**src/include/xlate_config.svh**
```systemverilog
// address translation config
// widths, mesh and vcache geometry, APB register offsets
`ifndef XLATE_CONFIG_SVH
`define XLATE_CONFIG_SVH

`define XLATE_X_W            4      // x cord width
`define XLATE_Y_W            4      // y cord width
`define XLATE_EPA_W          16     // endpoint word addr width
`define XLATE_NUM_TILES_X    8      // power of two only
`define XLATE_VC_BLOCK_WORDS 8      // vcache line in words
`define XLATE_VC_SIZE_WORDS  1024   // vcache capacity in words
`define XLATE_DMEM_START     16'h400

`define XLATE_CNT_W          16

// APB byte offsets
`define XLATE_REG_TGO        8'h00
`define XLATE_REG_DIM        8'h04
`define XLATE_REG_CTRL       8'h08
`define XLATE_REG_CNT_BASE   8'h10

`endif
```
**src/design/xlate_pkg.sv**
```systemverilog
// translation types
// EVA layouts, address class and NPA result
`default_nettype none
`include "xlate_config.svh"

package xlate_pkg;

  localparam int X_W          = `XLATE_X_W;
  localparam int Y_W          = `XLATE_Y_W;
  localparam int EPA_W        = `XLATE_EPA_W;
  localparam int CNT_W        = `XLATE_CNT_W;
  localparam int NUM_CLASSES  = 5;
  localparam int TILE_X_W     = $clog2(`XLATE_NUM_TILES_X);     // 3
  localparam int BANK_W       = TILE_X_W + 1;                   // {bot_not_top, x}
  localparam int BLK_OFS_W    = $clog2(`XLATE_VC_BLOCK_WORDS);  // word in line
  localparam int LG_VC_SIZE   = $clog2(`XLATE_VC_SIZE_WORDS);
  localparam int DRAM_BLK_W   = 32 - 1 - 2 - BLK_OFS_W;         // eva 30..5
  localparam int SHARED_OFS_W = 25;
  localparam logic [EPA_W-1:0] DMEM_START = `XLATE_DMEM_START;

  typedef enum logic [2:0] {
    DRAM       = 3'd0,
    GLOBAL     = 3'd1,
    TILE_GROUP = 3'd2,
    SHARED     = 3'd3,
    INVALID    = 3'd4
  } xlate_class_e;

  typedef struct packed {
    logic [1:0]  remote;    // 2'b01
    logic [5:0]  y_cord;
    logic [5:0]  x_cord;
    logic [15:0] addr;      // word addr
    logic [1:0]  byte_ofs;
  } global_addr_s;

  typedef struct packed {
    logic [2:0]  remote;    // 3'b001
    logic [4:0]  y_cord;    // relative to origin
    logic [5:0]  x_cord;
    logic [15:0] addr;
    logic [1:0]  byte_ofs;
  } tile_group_addr_s;

  typedef struct packed {
    logic [4:0]              remote;  // 5'b00001
    logic [SHARED_OFS_W-1:0] offset;  // interleaved word offset
    logic [1:0]              byte_ofs;
  } shared_addr_s;

  typedef struct packed {
    logic [X_W-1:0]   x_cord;
    logic [Y_W-1:0]   y_cord;
    logic [EPA_W-1:0] epa;
    logic             invalid;
  } npa_s;

endpackage

`default_nettype wire

```
**src/design/xlate_cfg_if.sv**
```systemverilog
// live translation config
// APB registers to the translator
`timescale 1ns/1ps
`default_nettype none

interface xlate_cfg_if
  import xlate_pkg::*;
();
  logic [X_W-1:0] tgo_x;    // tile-group origin
  logic [Y_W-1:0] tgo_y;
  logic [X_W-1:0] dim_x_w;  // clog2 of group dim x
  logic [Y_W-1:0] dim_y_w;
  logic           dram_en;  // striped DRAM mode

  modport regs (output tgo_x, tgo_y, dim_x_w, dim_y_w, dram_en);
  modport xlate (input tgo_x, tgo_y, dim_x_w, dim_y_w, dram_en);
endinterface

`default_nettype wire

```
**src/design/xlate_top.sv**
```systemverilog
// address translation stage top
// APB config, request FSM and class counters on plain ports
`timescale 1ns/1ps
`default_nettype none

module xlate_top
  import xlate_pkg::*;
(
  input  logic             clk_i,
  input  logic             reset_i,
  input  logic [7:0]       paddr_i,
  input  logic             psel_i,
  input  logic             penable_i,
  input  logic             pwrite_i,
  input  logic [31:0]      pwdata_i,
  output logic [31:0]      prdata_o,
  output logic             pready_o,
  output logic             pslverr_o,
  input  logic             req_valid_i,
  output logic             req_ready_o,
  input  logic [31:0]      eva_i,
  output logic             resp_valid_o,
  input  logic             resp_ready_i,
  output logic [X_W-1:0]   x_cord_o,
  output logic [Y_W-1:0]   y_cord_o,
  output logic [EPA_W-1:0] epa_o,
  output logic             invalid_o
);
  logic                              clear;
  logic [NUM_CLASSES-1:0][CNT_W-1:0] counts;
  logic                              count_fire;
  xlate_class_e                      count_class;
  npa_s                              npa;

  xlate_cfg_if cfg_if ();

  xlate_apb_regs regs0 (
    .clk_i     (clk_i),
    .reset_i   (reset_i),
    .paddr_i   (paddr_i),
    .psel_i    (psel_i),
    .penable_i (penable_i),
    .pwrite_i  (pwrite_i),
    .pwdata_i  (pwdata_i),
    .prdata_o  (prdata_o),
    .pready_o  (pready_o),
    .pslverr_o (pslverr_o),
    .cfg       (cfg_if.regs),
    .clear_o   (clear),
    .counts_i  (counts)
  );

  xlate_req_fsm fsm0 (
    .clk_i         (clk_i),
    .reset_i       (reset_i),
    .req_valid_i   (req_valid_i),
    .req_ready_o   (req_ready_o),
    .eva_i         (eva_i),
    .resp_valid_o  (resp_valid_o),
    .resp_ready_i  (resp_ready_i),
    .npa_o         (npa),
    .cfg           (cfg_if.xlate),
    .count_fire_o  (count_fire),
    .count_class_o (count_class)
  );

  xlate_class_counters cnt0 (
    .clk_i    (clk_i),
    .reset_i  (reset_i),
    .fire_i   (count_fire),
    .class_i  (count_class),
    .clear_i  (clear),
    .counts_o (counts)
  );

  // npa fields out as plain ports
  assign x_cord_o  = npa.x_cord;
  assign y_cord_o  = npa.y_cord;
  assign epa_o     = npa.epa;
  assign invalid_o = npa.invalid;

endmodule

`default_nettype wire

```
**src/design/xlate_class_counters.sv**
```systemverilog
// per-class translation counters
// saturating, synchronous clear beats increment
`timescale 1ns/1ps
`default_nettype none

module xlate_class_counters
  import xlate_pkg::*;
(
  input  logic                              clk_i,
  input  logic                              reset_i,
  input  logic                              fire_i,
  input  xlate_class_e                      class_i,
  input  logic                              clear_i,
  output logic [NUM_CLASSES-1:0][CNT_W-1:0] counts_o
);
  logic [NUM_CLASSES-1:0][CNT_W-1:0] counts_q;

  always_ff @(posedge clk_i) begin
    if (reset_i || clear_i) begin
      counts_q <= '0;
    end else if (fire_i) begin
      for (int k = 0; k < NUM_CLASSES; k++) begin
        // stick at all ones
        if (class_i == xlate_class_e'(k) && counts_q[k] != '1) begin
          counts_q[k] <= counts_q[k] + 1'b1;
        end
      end
    end
  end

  assign counts_o = counts_q;

endmodule

`default_nettype wire

```
**src/design/xlate_req_fsm.sv**
```systemverilog
// translation request FSM
// one request at a time, IDLE -> XLATE -> RESP
`timescale 1ns/1ps
`default_nettype none

module xlate_req_fsm
  import xlate_pkg::*;
(
  input  logic         clk_i,
  input  logic         reset_i,
  input  logic         req_valid_i,
  output logic         req_ready_o,
  input  logic [31:0]  eva_i,
  output logic         resp_valid_o,
  input  logic         resp_ready_i,
  output npa_s         npa_o,
  xlate_cfg_if.xlate   cfg,
  output logic         count_fire_o,
  output xlate_class_e count_class_o
);
  typedef enum logic [1:0] {IDLE, XLATE, RESP} state_e;

  state_e       state_q;
  logic [31:0]  eva_q;     // latched on accept
  npa_s         npa_d, npa_q;
  xlate_class_e class_d, class_q;
  logic         resp_fire;

  eva_to_npa xlate0 (
    .eva_i     (eva_q),
    .tgo_x_i   (cfg.tgo_x),  // config sampled in XLATE
    .tgo_y_i   (cfg.tgo_y),
    .dim_x_w_i (cfg.dim_x_w),
    .dim_y_w_i (cfg.dim_y_w),
    .dram_en_i (cfg.dram_en),
    .npa_o     (npa_d),
    .class_o   (class_d)
  );

  assign req_ready_o  = (state_q == IDLE);
  assign resp_valid_o = (state_q == RESP);
  assign resp_fire    = resp_valid_o & resp_ready_i;

  always_ff @(posedge clk_i) begin
    if (reset_i) begin
      state_q <= IDLE;
    end else begin
      case (state_q)
        IDLE:    if (req_valid_i) state_q <= XLATE;
        XLATE:   state_q <= RESP;
        RESP:    if (resp_ready_i) state_q <= IDLE;  // held under back-pressure
        default: state_q <= IDLE;
      endcase
    end
  end

  always_ff @(posedge clk_i) begin
    if (req_ready_o && req_valid_i) eva_q <= eva_i;
    if (state_q == XLATE) begin
      npa_q   <= npa_d;
      class_q <= class_d;
    end
  end

  assign npa_o         = npa_q;
  assign count_fire_o  = resp_fire;  // count on transfer
  assign count_class_o = class_q;

endmodule

`default_nettype wire

```
**src/design/eva_to_npa.sv**
```systemverilog
// EVA to NPA mapping
// classifies the EVA and maps DRAM, global, tile-group and shared space
`timescale 1ns/1ps
`default_nettype none

module eva_to_npa
  import xlate_pkg::*;
(
  input  logic [31:0]    eva_i,      // byte addr
  input  logic [X_W-1:0] tgo_x_i,
  input  logic [Y_W-1:0] tgo_y_i,
  input  logic [X_W-1:0] dim_x_w_i,
  input  logic [Y_W-1:0] dim_y_w_i,
  input  logic           dram_en_i,
  output npa_s           npa_o,
  output xlate_class_e   class_o
);
  global_addr_s            global_addr;
  tile_group_addr_s        tg_addr;
  shared_addr_s            shared_addr;
  logic                    is_dram, is_global, is_tg, is_shared;
  logic [DRAM_BLK_W-1:0]   dram_block;
  logic [BANK_W-1:0]       bank;
  logic [SHARED_OFS_W-1:0] shared_x, shared_y, shared_hi, shared_local;

  assign global_addr = eva_i;
  assign tg_addr     = eva_i;
  assign shared_addr = eva_i;

  assign is_dram   = eva_i[31];
  assign is_global = (global_addr.remote == 2'b01);
  assign is_tg     = (tg_addr.remote == 3'b001);
  assign is_shared = (shared_addr.remote == 5'b00001);

  // power-of-two bank slice, line granularity
  assign dram_block = eva_i[2+BLK_OFS_W +: DRAM_BLK_W];
  assign bank       = dram_block[BANK_W-1:0];

  // shared split: low dim_x_w bits -> x, next dim_y_w -> y, rest local
  assign shared_x     = shared_addr.offset & ~({SHARED_OFS_W{1'b1}} << dim_x_w_i);
  assign shared_hi    = shared_addr.offset >> dim_x_w_i;
  assign shared_y     = shared_hi & ~({SHARED_OFS_W{1'b1}} << dim_y_w_i);
  assign shared_local = shared_hi >> dim_y_w_i;

  always_comb begin
    npa_o   = '0;       // unmapped -> zero npa
    class_o = INVALID;
    if (is_dram) begin
      class_o = DRAM;
      if (dram_en_i) begin
        npa_o.x_cord = X_W'(bank[TILE_X_W-1:0]);
        npa_o.y_cord = bank[BANK_W-1] ? '1 : '0;  // bottom vcache row
        npa_o.epa    = EPA_W'({dram_block >> BANK_W, eva_i[2 +: BLK_OFS_W]});
      end else if (eva_i[30]) begin
        npa_o.x_cord = '0;  // host window
        npa_o.y_cord = Y_W'(1);
        npa_o.epa    = {1'b1, eva_i[2 +: EPA_W-1]};
      end else begin
        // block memory, one vcache per LG_VC_SIZE words
        npa_o.x_cord = X_W'(eva_i[2+LG_VC_SIZE +: TILE_X_W]);
        npa_o.y_cord = eva_i[2+LG_VC_SIZE+TILE_X_W] ? '1 : '0;
        npa_o.epa    = EPA_W'(eva_i[2 +: LG_VC_SIZE]);
      end
    end else if (is_global) begin
      class_o      = GLOBAL;
      npa_o.x_cord = X_W'(global_addr.x_cord);  // truncated to mesh width
      npa_o.y_cord = Y_W'(global_addr.y_cord);
      npa_o.epa    = global_addr.addr;
    end else if (is_tg) begin
      class_o      = TILE_GROUP;
      npa_o.x_cord = X_W'(tg_addr.x_cord + tgo_x_i);  // wraps
      npa_o.y_cord = Y_W'(tg_addr.y_cord + tgo_y_i);
      npa_o.epa    = tg_addr.addr;
    end else if (is_shared) begin
      class_o      = SHARED;
      npa_o.x_cord = X_W'(shared_x + tgo_x_i);
      npa_o.y_cord = Y_W'(shared_y + tgo_y_i);
      npa_o.epa    = EPA_W'(shared_local + DMEM_START);  // into DMEM
    end else begin
      npa_o.invalid = 1'b1;
    end
  end

endmodule

`default_nettype wire

```
**src/design/xlate_apb_regs.sv**
```systemverilog
// APB slave for translation config
// holds TGO, DIM, CTRL and returns the class counts
`timescale 1ns/1ps
`default_nettype none
`include "xlate_config.svh"

module xlate_apb_regs
  import xlate_pkg::*;
(
  input  logic                                clk_i,
  input  logic                                reset_i,
  input  logic [7:0]                          paddr_i,
  input  logic                                psel_i,
  input  logic                                penable_i,
  input  logic                                pwrite_i,
  input  logic [31:0]                         pwdata_i,
  output logic [31:0]                         prdata_o,
  output logic                                pready_o,
  output logic                                pslverr_o,
  xlate_cfg_if.regs                           cfg,
  output logic                                clear_o,
  input  logic [NUM_CLASSES-1:0][CNT_W-1:0]   counts_i
);
  logic           access;   // access phase
  logic           wr_ok;
  logic           hit_tgo, hit_dim, hit_ctrl, hit_cnt;
  logic [7:0]     cnt_ofs;
  logic [2:0]     cnt_idx;  // class index of count reg
  logic [X_W-1:0] tgo_x_q;
  logic [Y_W-1:0] tgo_y_q;
  logic [X_W-1:0] dim_x_w_q;
  logic [Y_W-1:0] dim_y_w_q;
  logic           dram_en_q;
  logic           clear_q;

  assign access   = psel_i & penable_i;
  assign pready_o = 1'b1;   // no wait states

  assign hit_tgo  = (paddr_i == `XLATE_REG_TGO);
  assign hit_dim  = (paddr_i == `XLATE_REG_DIM);
  assign hit_ctrl = (paddr_i == `XLATE_REG_CTRL);
  assign cnt_ofs  = paddr_i - `XLATE_REG_CNT_BASE;
  assign cnt_idx  = cnt_ofs[4:2];
  // word aligned, inside the count window
  assign hit_cnt  = (paddr_i >= `XLATE_REG_CNT_BASE) && (paddr_i[1:0] == 2'b00)
                 && (cnt_ofs < 8'(4 * NUM_CLASSES));

  // unmapped offset, or a write to a read-only count
  assign pslverr_o = access & (~(hit_tgo | hit_dim | hit_ctrl | hit_cnt)
                               | (pwrite_i & hit_cnt));
  assign wr_ok = access & pwrite_i & ~pslverr_o;

  always_ff @(posedge clk_i) begin
    if (reset_i) begin
      tgo_x_q   <= '0;
      tgo_y_q   <= '0;
      dim_x_w_q <= '0;
      dim_y_w_q <= '0;
      dram_en_q <= 1'b0;
      clear_q   <= 1'b0;
    end else begin
      clear_q <= wr_ok & hit_ctrl & pwdata_i[1];  // one-cycle pulse
      if (wr_ok && hit_tgo) begin
        tgo_x_q <= pwdata_i[3:0];
        tgo_y_q <= pwdata_i[7:4];
      end
      if (wr_ok && hit_dim) begin
        dim_x_w_q <= pwdata_i[3:0];
        dim_y_w_q <= pwdata_i[7:4];
      end
      if (wr_ok && hit_ctrl) dram_en_q <= pwdata_i[0];
    end
  end

  // read mux, clear bit reads back 0
  always_comb begin
    prdata_o = '0;
    if (hit_tgo)       prdata_o[7:0] = {tgo_y_q, tgo_x_q};
    else if (hit_dim)  prdata_o[7:0] = {dim_y_w_q, dim_x_w_q};
    else if (hit_ctrl) prdata_o[0]   = dram_en_q;
    else if (hit_cnt)  prdata_o      = 32'(counts_i[cnt_idx]);
  end

  assign clear_o     = clear_q;
  assign cfg.tgo_x   = tgo_x_q;
  assign cfg.tgo_y   = tgo_y_q;
  assign cfg.dim_x_w = dim_x_w_q;
  assign cfg.dim_y_w = dim_y_w_q;
  assign cfg.dram_en = dram_en_q;

endmodule

`default_nettype wire

```
**config.mk**
```make
export PLATFORM = sky130hd
export DESIGN_NAME = xlate_top
export DESIGN_NICKNAME = d
export VERILOG_FILES = /design/src/design/xlate_pkg.sv /design/src/design/xlate_cfg_if.sv /design/src/design/xlate_top.sv /design/src/design/xlate_class_counters.sv /design/src/design/xlate_req_fsm.sv /design/src/design/eva_to_npa.sv /design/src/design/xlate_apb_regs.sv
export VERILOG_INCLUDE_DIRS = /design/src /design/src/include
export SDC_FILE = /design/constraint.sdc
export NUM_CORES = 1
export LEC_CHECK = 0
export BUFFER_PORTS_ARGS = -buffer_cell sky130_fd_sc_hd__clkbuf_2
export CAP_MARGIN = 20
export CORE_ASPECT_RATIO = 0.7
export CORE_MARGIN = 1.5
export CORE_UTILIZATION = 55
export CTS_CLUSTER_SIZE = 24
export DETAILED_ROUTE_END_ITERATION = 10
export HOLD_SLACK_MARGIN = 0.12
export PLACE_DENSITY = 0.76
export SYNTH_ARGS = -nofsm -noshare
export SYNTH_HDL_FRONTEND = slang
export SYNTH_SLANG_ARGS = --single-unit
export TNS_END_PERCENT = 10
```
**constraint.sdc**
```tcl
create_clock -name clk_i -period 5 [get_ports clk_i]
set_clock_uncertainty 0.1 [all_clocks]
set_input_delay 1 -clock clk_i [delete_from_list [all_inputs] [get_ports clk_i]]
set_output_delay 1 -clock clk_i [all_outputs]
set_load 0.01 [all_outputs]
```
==> results of run 1 <==
placed cells by master (no fill, tap or decap), types with 42 or more instances in the layout:
cell and instances:
nand2_1 85, mux4_2 42, nor2_1 140, o21ai_0 61
clkbuf_2 96, edfxtp_1 57, xor2_1 42, a21oi_1 59
mux2i_1 63, dfxtp_1 97
sequential cells by signal (all words and copies together), names as in the netlist:
register and cells:
regs0.cfg.tgo_x 4, fsm0.count_class_o 2, regs0.clear_o 1, regs0.cfg.dim_y_w 4
fsm0.eva_q 30, fsm0.npa_o 25, regs0.cfg.dim_x_w 4, fsm0.state_q 2
regs0.cfg.dram_en 1, cnt0.counts_o 80, regs0.cfg.tgo_y 4
where the power goes:
group | internal [W] | switching [W]
registers | 0.00136 | 0.0000633
clock network | 0.000754 | 0.000568
logic | 0.000123 | 0.000175
total | 0.00224 | 0.000806
worst reg2reg max path, cell delays in order, from the launching register on:
cell	delay [ns]
dfxtp_1	0.80
clkinv_1	0.15
buf_4	0.25
o21a_1	0.20
o21ai_0	0.39
o21ai_0	0.27
inv_1	0.11
ha_1	0.22
a21o_1	0.16
a21oi_1	0.16
xor2_1	0.19
xnor2_1	0.17
a21oi_1	0.23
nor2_1	0.06
a21oi_1	0.15
o21ai_0	0.09
logic make-up (layout without fill, tap and decap cells):
logic type	count (synthesis)	count (layout)	synth area share, %
buf+inv	136	186	5.67
mux	134	134	17.3
compound gates	285	285	17.7
simple gates	389	389	17.1
flops	157	157	33.7
xor+xnor	68	68	5.41
other cells	2	17	0.0682
fa+ha+maj	24	24	3.00
how the worst min path moves through the flow:
stage,from,to,slack [ns]
3_3_place_gp,cnt0.counts_o[25],cnt0.counts_o[25],0.38
2_1_floorplan,cnt0.counts_o[52],cnt0.counts_o[52],0.36
5_1_grt,cnt0.counts_o[20],cnt0.counts_o[20],0.41
6_report,cnt0.counts_o[52],cnt0.counts_o[52],0.41
4_1_cts,cnt0.counts_o[20],cnt0.counts_o[20],0.41
3_5_place_dp,cnt0.counts_o[25],cnt0.counts_o[25],0.39
layout make-up:
type / instances / area [um2]
fill: 1667 / 7520
multi-input combinational: 917 / 6730
sequential: 157 / 3720
timing repair buffer: 118 / 658
clock buffer: 19 / 475
tap: 270 / 338
inverter: 36 / 135
clock inverter: 13 / 125
through the flow:
step / power [W] / cell area [um2] / hold slack, ns / util (%) / setup WS [ns]
finish: 0.00305 / 12200 / 0.413 / 61.8 / 0.899
detailed placement: 0.00173 / 11600 / 0.388 / 58.7 / 0.966
global route: 0.00313 / 12200 / 0.414 / 61.8 / 0.749
global placement: 0.00173 / 11600 / 0.382 / 58.7 / 1.01
CTS: 0.00304 / 12200 / 0.406 / 61.7 / 0.950
floorplan: 0.00163 / 11100 / 0.364 / - / 0.943
per-layer routing:
metal / routed length [um] / vias up / share of wire (%)
met4: 559 / 0 / 1.7
met3: 4980 / 53 / 15
li1: - / 4504 / -
met5: 0 / - / 0
met2: 12300 / 679 / 38
met1: 14900 / 4737 / 46
==> metrics.cfg, run 1 <==
[cts]
cts_resized=0
path_clk_slew_ns=0.07
clkLatencyLatePin_ns=0.43
numClockSinks=157
cts-root-buf=clkbuf_16
cts_buffer_depth=2
cts_tree=built
htreeDepth=4
numCtsBuffers=17
hold_buffers=0
post-cts-setup-buffers=0

[power]
vdd.ir_drop.worst_mv=0.252
p_leak_nw=4.38
power_density_nw_per_um2=250

[synth]
ys_seq_elements=157
synth_edf_count=57
synth-seq-area-share_pct=33.7
synth_cell_types=79
ys_warn_count=0
syn_area_per_cell_um2=9.21
yosys_most_used_dff=dfxtp_1
netlist_area_um2=11000
postSynthCellCount=1195
yosys.area.top_type_share_pct=18.2
synth_area_leaders=dfxtp_1 18%, edfxtp_1 16%, mux4_2 8.6%
synthArstFlopShare_pct=0
yosysMostFrequentCell=nor2_1
synth_largest_area_cell=dfxtp_1
synth_common_cells=140 x nor2_1, 100 x dfxtp_1, 85 x nand2_1, 63 x mux2i_1, 61 x o21ai_0

[detailed_routing]
drc=0
dr.pass1.iters=6
vias=9973
vias_per_cell=6.52
avgRoutedWirePerCell_um=21.4
final_antenna_net_count=0
finalWirelength_mm=32.8
drt-initial-drc-count=1305

[setup_path]
cp_cell_sequence=clkbuf_2, inv_1, ha_1, and3_1, nand2b_1, or2_2, o22a_1, clkbuf_2
cp.arrival_ns=3.00
cp_max_fo=19
r2r-end=fsm0.npa_o[20]
max_stage_delay_ns=0.41
crit_type=input pin to output pin
cp.depth=8
critical_path.endpoint=prdata_o[5]
crit_top_cell=clkbuf_2
critPathCaptureType=output pin
r2r_slack_ns=0.99
critPathTopFamily=simple AND/OR/NAND/NOR gates
required_ns=3.90
critPathSlowestCell=or2_2
r2r_start=regs0.cfg.dim_x_w[3]
rr_worst_depth=15
startpoint_type=input pin
crit_buf_inv=3
critPathLaunch=paddr_i[4]

[timing]
maxSlewHeadroom_pct=33.9
fin_crit_ns=4.10
finalCritPeriodShare_pct=82.0
fin_tns_setup_ns=0
final_hold_viol_count=0
rsz0062_at_grt=no
worst_slew_pin_slew_ns=0.988
finalSetupViolations=0
fmax_mhz=244
slew_violations=0

[global_routing]
grt-ovfl-total=0
grt-busiest-layer=met1
grt_pass1_wl_mm=49.7
use_met1_pct=49.5
grt_pass1_vias=8763
met3_usage_pct=11.6
gr-usage-met2_pct=40.7
antenna_found_initial=0
track_usage_pct=31.9
grt_max_degree=58

[min_path]
hold_path_depth=2
hold_path_class=flip-flop to flip-flop

[floorplan]
die_x_um=172
core_area_um2=19700
dieArea_um2=20900
die_y_um=121
start_util_pct=55.9
ios=140
rows=43

[place]
hpwl_mm=24.0
place_congestion=0.976
dp.cells=1497
port_buffers=96

[final_layout]
n_antenna_cell=0
drive_gt1_share_pct=19.0
fin_nets=1350
syn2layout_area_growth_pct=10.6
instances_no_fill=1530

[job]
timing.max_cap.violations=0

[status]
status=finished clean

(Power assumes the default switching activity.)
==> run 2: changes to the inputs <==
==> constraint.sdc (replaced) <==
create_clock -name clk_i -period 4.15 [get_ports clk_i]
set_clock_uncertainty 0.1 [all_clocks]
set_input_delay 0.83 -clock clk_i [delete_from_list [all_inputs] [get_ports clk_i]]
set_output_delay 0.83 -clock clk_i [all_outputs]
set_load 0.01 [all_outputs]
==> run 2 against run 1 <==
Compared with the run above: hold slack gained 0.0034 ns; count of clock-buffer cells in the layout stayed put; sequential share of layout area down 0.28 points; via count down 0.72%; total power increased by 23%; first-iteration DRC count up 14%; core utilization grew 0.57 points; combinational power increased by 25%; worst setup slack got worse by 0.60 ns; register-to-register slack worse by 0.69 ns; clock power is 27% higher; critical endpoint is now fsm0.npa_o[20]; largest power group unchanged.
==> metrics.cfg, run 2 (synthesis results as in run 1) <==
[status]
status=finished clean  ; unchanged

[timing]
rsz0062_at_grt=no  ; unchanged
finalSetupViolations=0  ; unchanged
slew_violations=0  ; unchanged
worst_slew_pin_slew_ns=0.963  ; was 0.988 ns
final_hold_viol_count=0  ; unchanged
finalCritPeriodShare_pct=92.8
fmax_mhz=260
fin_tns_setup_ns=0  ; unchanged
hold_ws_ns=0.416  ; was 0.413 ns
maxSlewHeadroom_pct=35.8  ; was 33.9%
fin_crit_ns=3.85

[final_layout]
multi_input_area_um2=6730  ; unchanged
seq_area_um2=3720  ; unchanged
largest_reg_flops=80  ; unchanged
syn2layout_area_growth_pct=11.6  ; was 10.6%
fill_cells=1675  ; was 1667
final_common_cell=nor2_1  ; unchanged
n_antenna_cell=0  ; unchanged
fin_nets=1361  ; was 1350
final_cell_mix=140 x nor2_1, 97 x dfxtp_1, 96 x clkbuf_2, 85 x nand2_1, 63 x mux2i_1  ; unchanged
fin_area_um2=12300  ; was 12200 um2
drive_gt1_share_pct=19.7  ; was 19.0%
instances_no_fill=1541  ; was 1530
utilization_pct=62.4  ; was 61.8%

[power]
power_frac_seq_pct=45.5  ; was 46.8%
p_int_w=0.00279  ; was 0.00224 W
p_leak_nw=4.46  ; was 4.38 nW
vdd.ir_drop.worst_mv=0.276  ; was 0.252 mV
power_density_nw_per_um2=306  ; was 250 nW/um2
swShare_pct=25.7  ; was 26.5%
p_switching_w=0.000966  ; was 0.000806 W
combPwrFrac_pct=9.9  ; was 9.8%
power.share.clock_pct=44.6  ; was 43.4%

[min_path]
hold_path_class=flip-flop to flip-flop  ; unchanged
hold_path_depth=2  ; unchanged

[setup_path]
required_ns=4.18  ; was 3.90 ns
rr_worst_depth=14  ; was 15
startpoint_type=flip-flop  ; was input pin
crit_type=flip-flop to flip-flop  ; was input pin to output pin
critPathCaptureType=flip-flop  ; was output pin
r2r_slack_ns=0.30  ; was 0.99 ns
cp.arrival_ns=3.88  ; was 3.00 ns
cp_max_fo=12  ; was 19

[floorplan]
die_y_um=121  ; unchanged
die_x_um=172  ; unchanged
rows=43  ; unchanged
core_area_um2=19700  ; unchanged
ios=140  ; unchanged
start_util_pct=55.9  ; unchanged
dieArea_um2=20900  ; unchanged

[cts]
htreeDepth=4  ; unchanged
cts_tree=built  ; unchanged
numCtsBuffers=17  ; unchanged
numClockSinks=157  ; unchanged
cts_buffer_depth=2  ; unchanged
cts-root-buf=clkbuf_16  ; unchanged
clkLatencyLatePin_ns=0.43  ; about the same
hold_buffers=0  ; unchanged
cts_resized=0  ; unchanged
post-cts-setup-buffers=0  ; unchanged
path_clk_slew_ns=0.06  ; was 0.07 ns

[place]
dp.cells=1509  ; was 1497
place_congestion=1.00  ; was 0.976
hpwl_mm=24.4  ; was 24.0 mm
post_dp_cell_area_um2=11700  ; was 11600 um2
port_buffers=96  ; unchanged

[detailed_routing]
drt-initial-drc-count=1482  ; was 1305
finalWirelength_mm=32.8  ; about the same
drc=0  ; unchanged
avgRoutedWirePerCell_um=21.3  ; was 21.4 um
dr.pass1.iters=6  ; unchanged
vias=9901  ; was 9973
vias_per_cell=6.43  ; was 6.52
final_antenna_net_count=0  ; unchanged

[global_routing]
antenna_found_initial=0  ; unchanged
grt_pass1_vias=8666  ; was 8763
grt-busiest-layer=met1  ; unchanged
grt_pass1_wl_mm=49.9  ; was 49.7 mm
met3_usage_pct=14.1  ; was 11.6%
grt_max_degree=43  ; was 58
track_usage_pct=32.2  ; was 31.9%
use_met1_pct=49.9  ; was 49.5%
gr-usage-met2_pct=40.4  ; was 40.7%
grt-ovfl-total=0  ; unchanged

[job]
timing.max_cap.violations=0  ; unchanged

-- run 2: cell type report --
| class | count | area share, % |
|---|---|---|
| multi-input combinational | 917 | 54.7 |
| sequential | 157 | 30.3 |
| timing repair buffer | 129 | 6.03 |
| clock buffer | 19 | 3.70 |
| tap | 270 | 2.75 |
| clock inverter | 13 | 1.43 |
| inverter | 36 | 1.10 |
-- run 2: power groups by stage --
stage / clock network, W / registers (W) / logic (W)
floorplan: 0 / 0.00171 / 0.000252
global placement: 0 / 0.00174 / 0.000354
global route: 0.00176 / 0.00171 / 0.000400
finish: 0.00168 / 0.00171 / 0.000372
detailed placement: 0 / 0.00174 / 0.000358
CTS: 0.00170 / 0.00170 / 0.000361
-- run 2: stage by stage --
| step | setup WS, ns | total power, W |
|---|---|---|
| after floorplan | 0.433 | 0.00196 |
| after global placement | 0.513 | 0.00209 |
| after detailed placement | 0.433 | 0.00209 |
| after CTS | 0.424 | 0.00376 |
| after global routing | 0.104 | 0.00387 |
| final | 0.300 | 0.00376 |
-- run 2: path summary, 6_finish.rpt --
path	startpoint	endpoint
worst max register to register	regs0.cfg.dim_x_w[3]	fsm0.npa_o[20]
worst min-delay path	cnt0.counts_o[77]	cnt0.counts_o[77]
worst max-delay path	regs0.cfg.dim_x_w[3]	fsm0.npa_o[20]
worst min register to register	cnt0.counts_o[77]	cnt0.counts_o[77]
-- run 2: metal layers --
layer / vias to the layer above / routed length [um] / share of wire, %
met3: 17 / 5130 / 16
li1: 4545 / - / -
met1: 4696 / 15200 / 46
met5: - / 0 / 0
met4: 0 / 165 / 0.50
met2: 643 / 12400 / 38
-- run 2: critical path, stage by stage (launching register included) --
cell and delay [ns]:
dfxtp_1 0.60, clkinv_1 0.47, o21a_1 0.29, o21ai_0 0.38, o21ai_0 0.27, inv_1 0.10, ha_1 0.23, a21o_1 0.15
a21oi_1 0.17, xor2_1 0.20, xnor2_1 0.15, a21oi_1 0.17, nor2_1 0.05, a21oi_1 0.13, o21ai_0 0.09
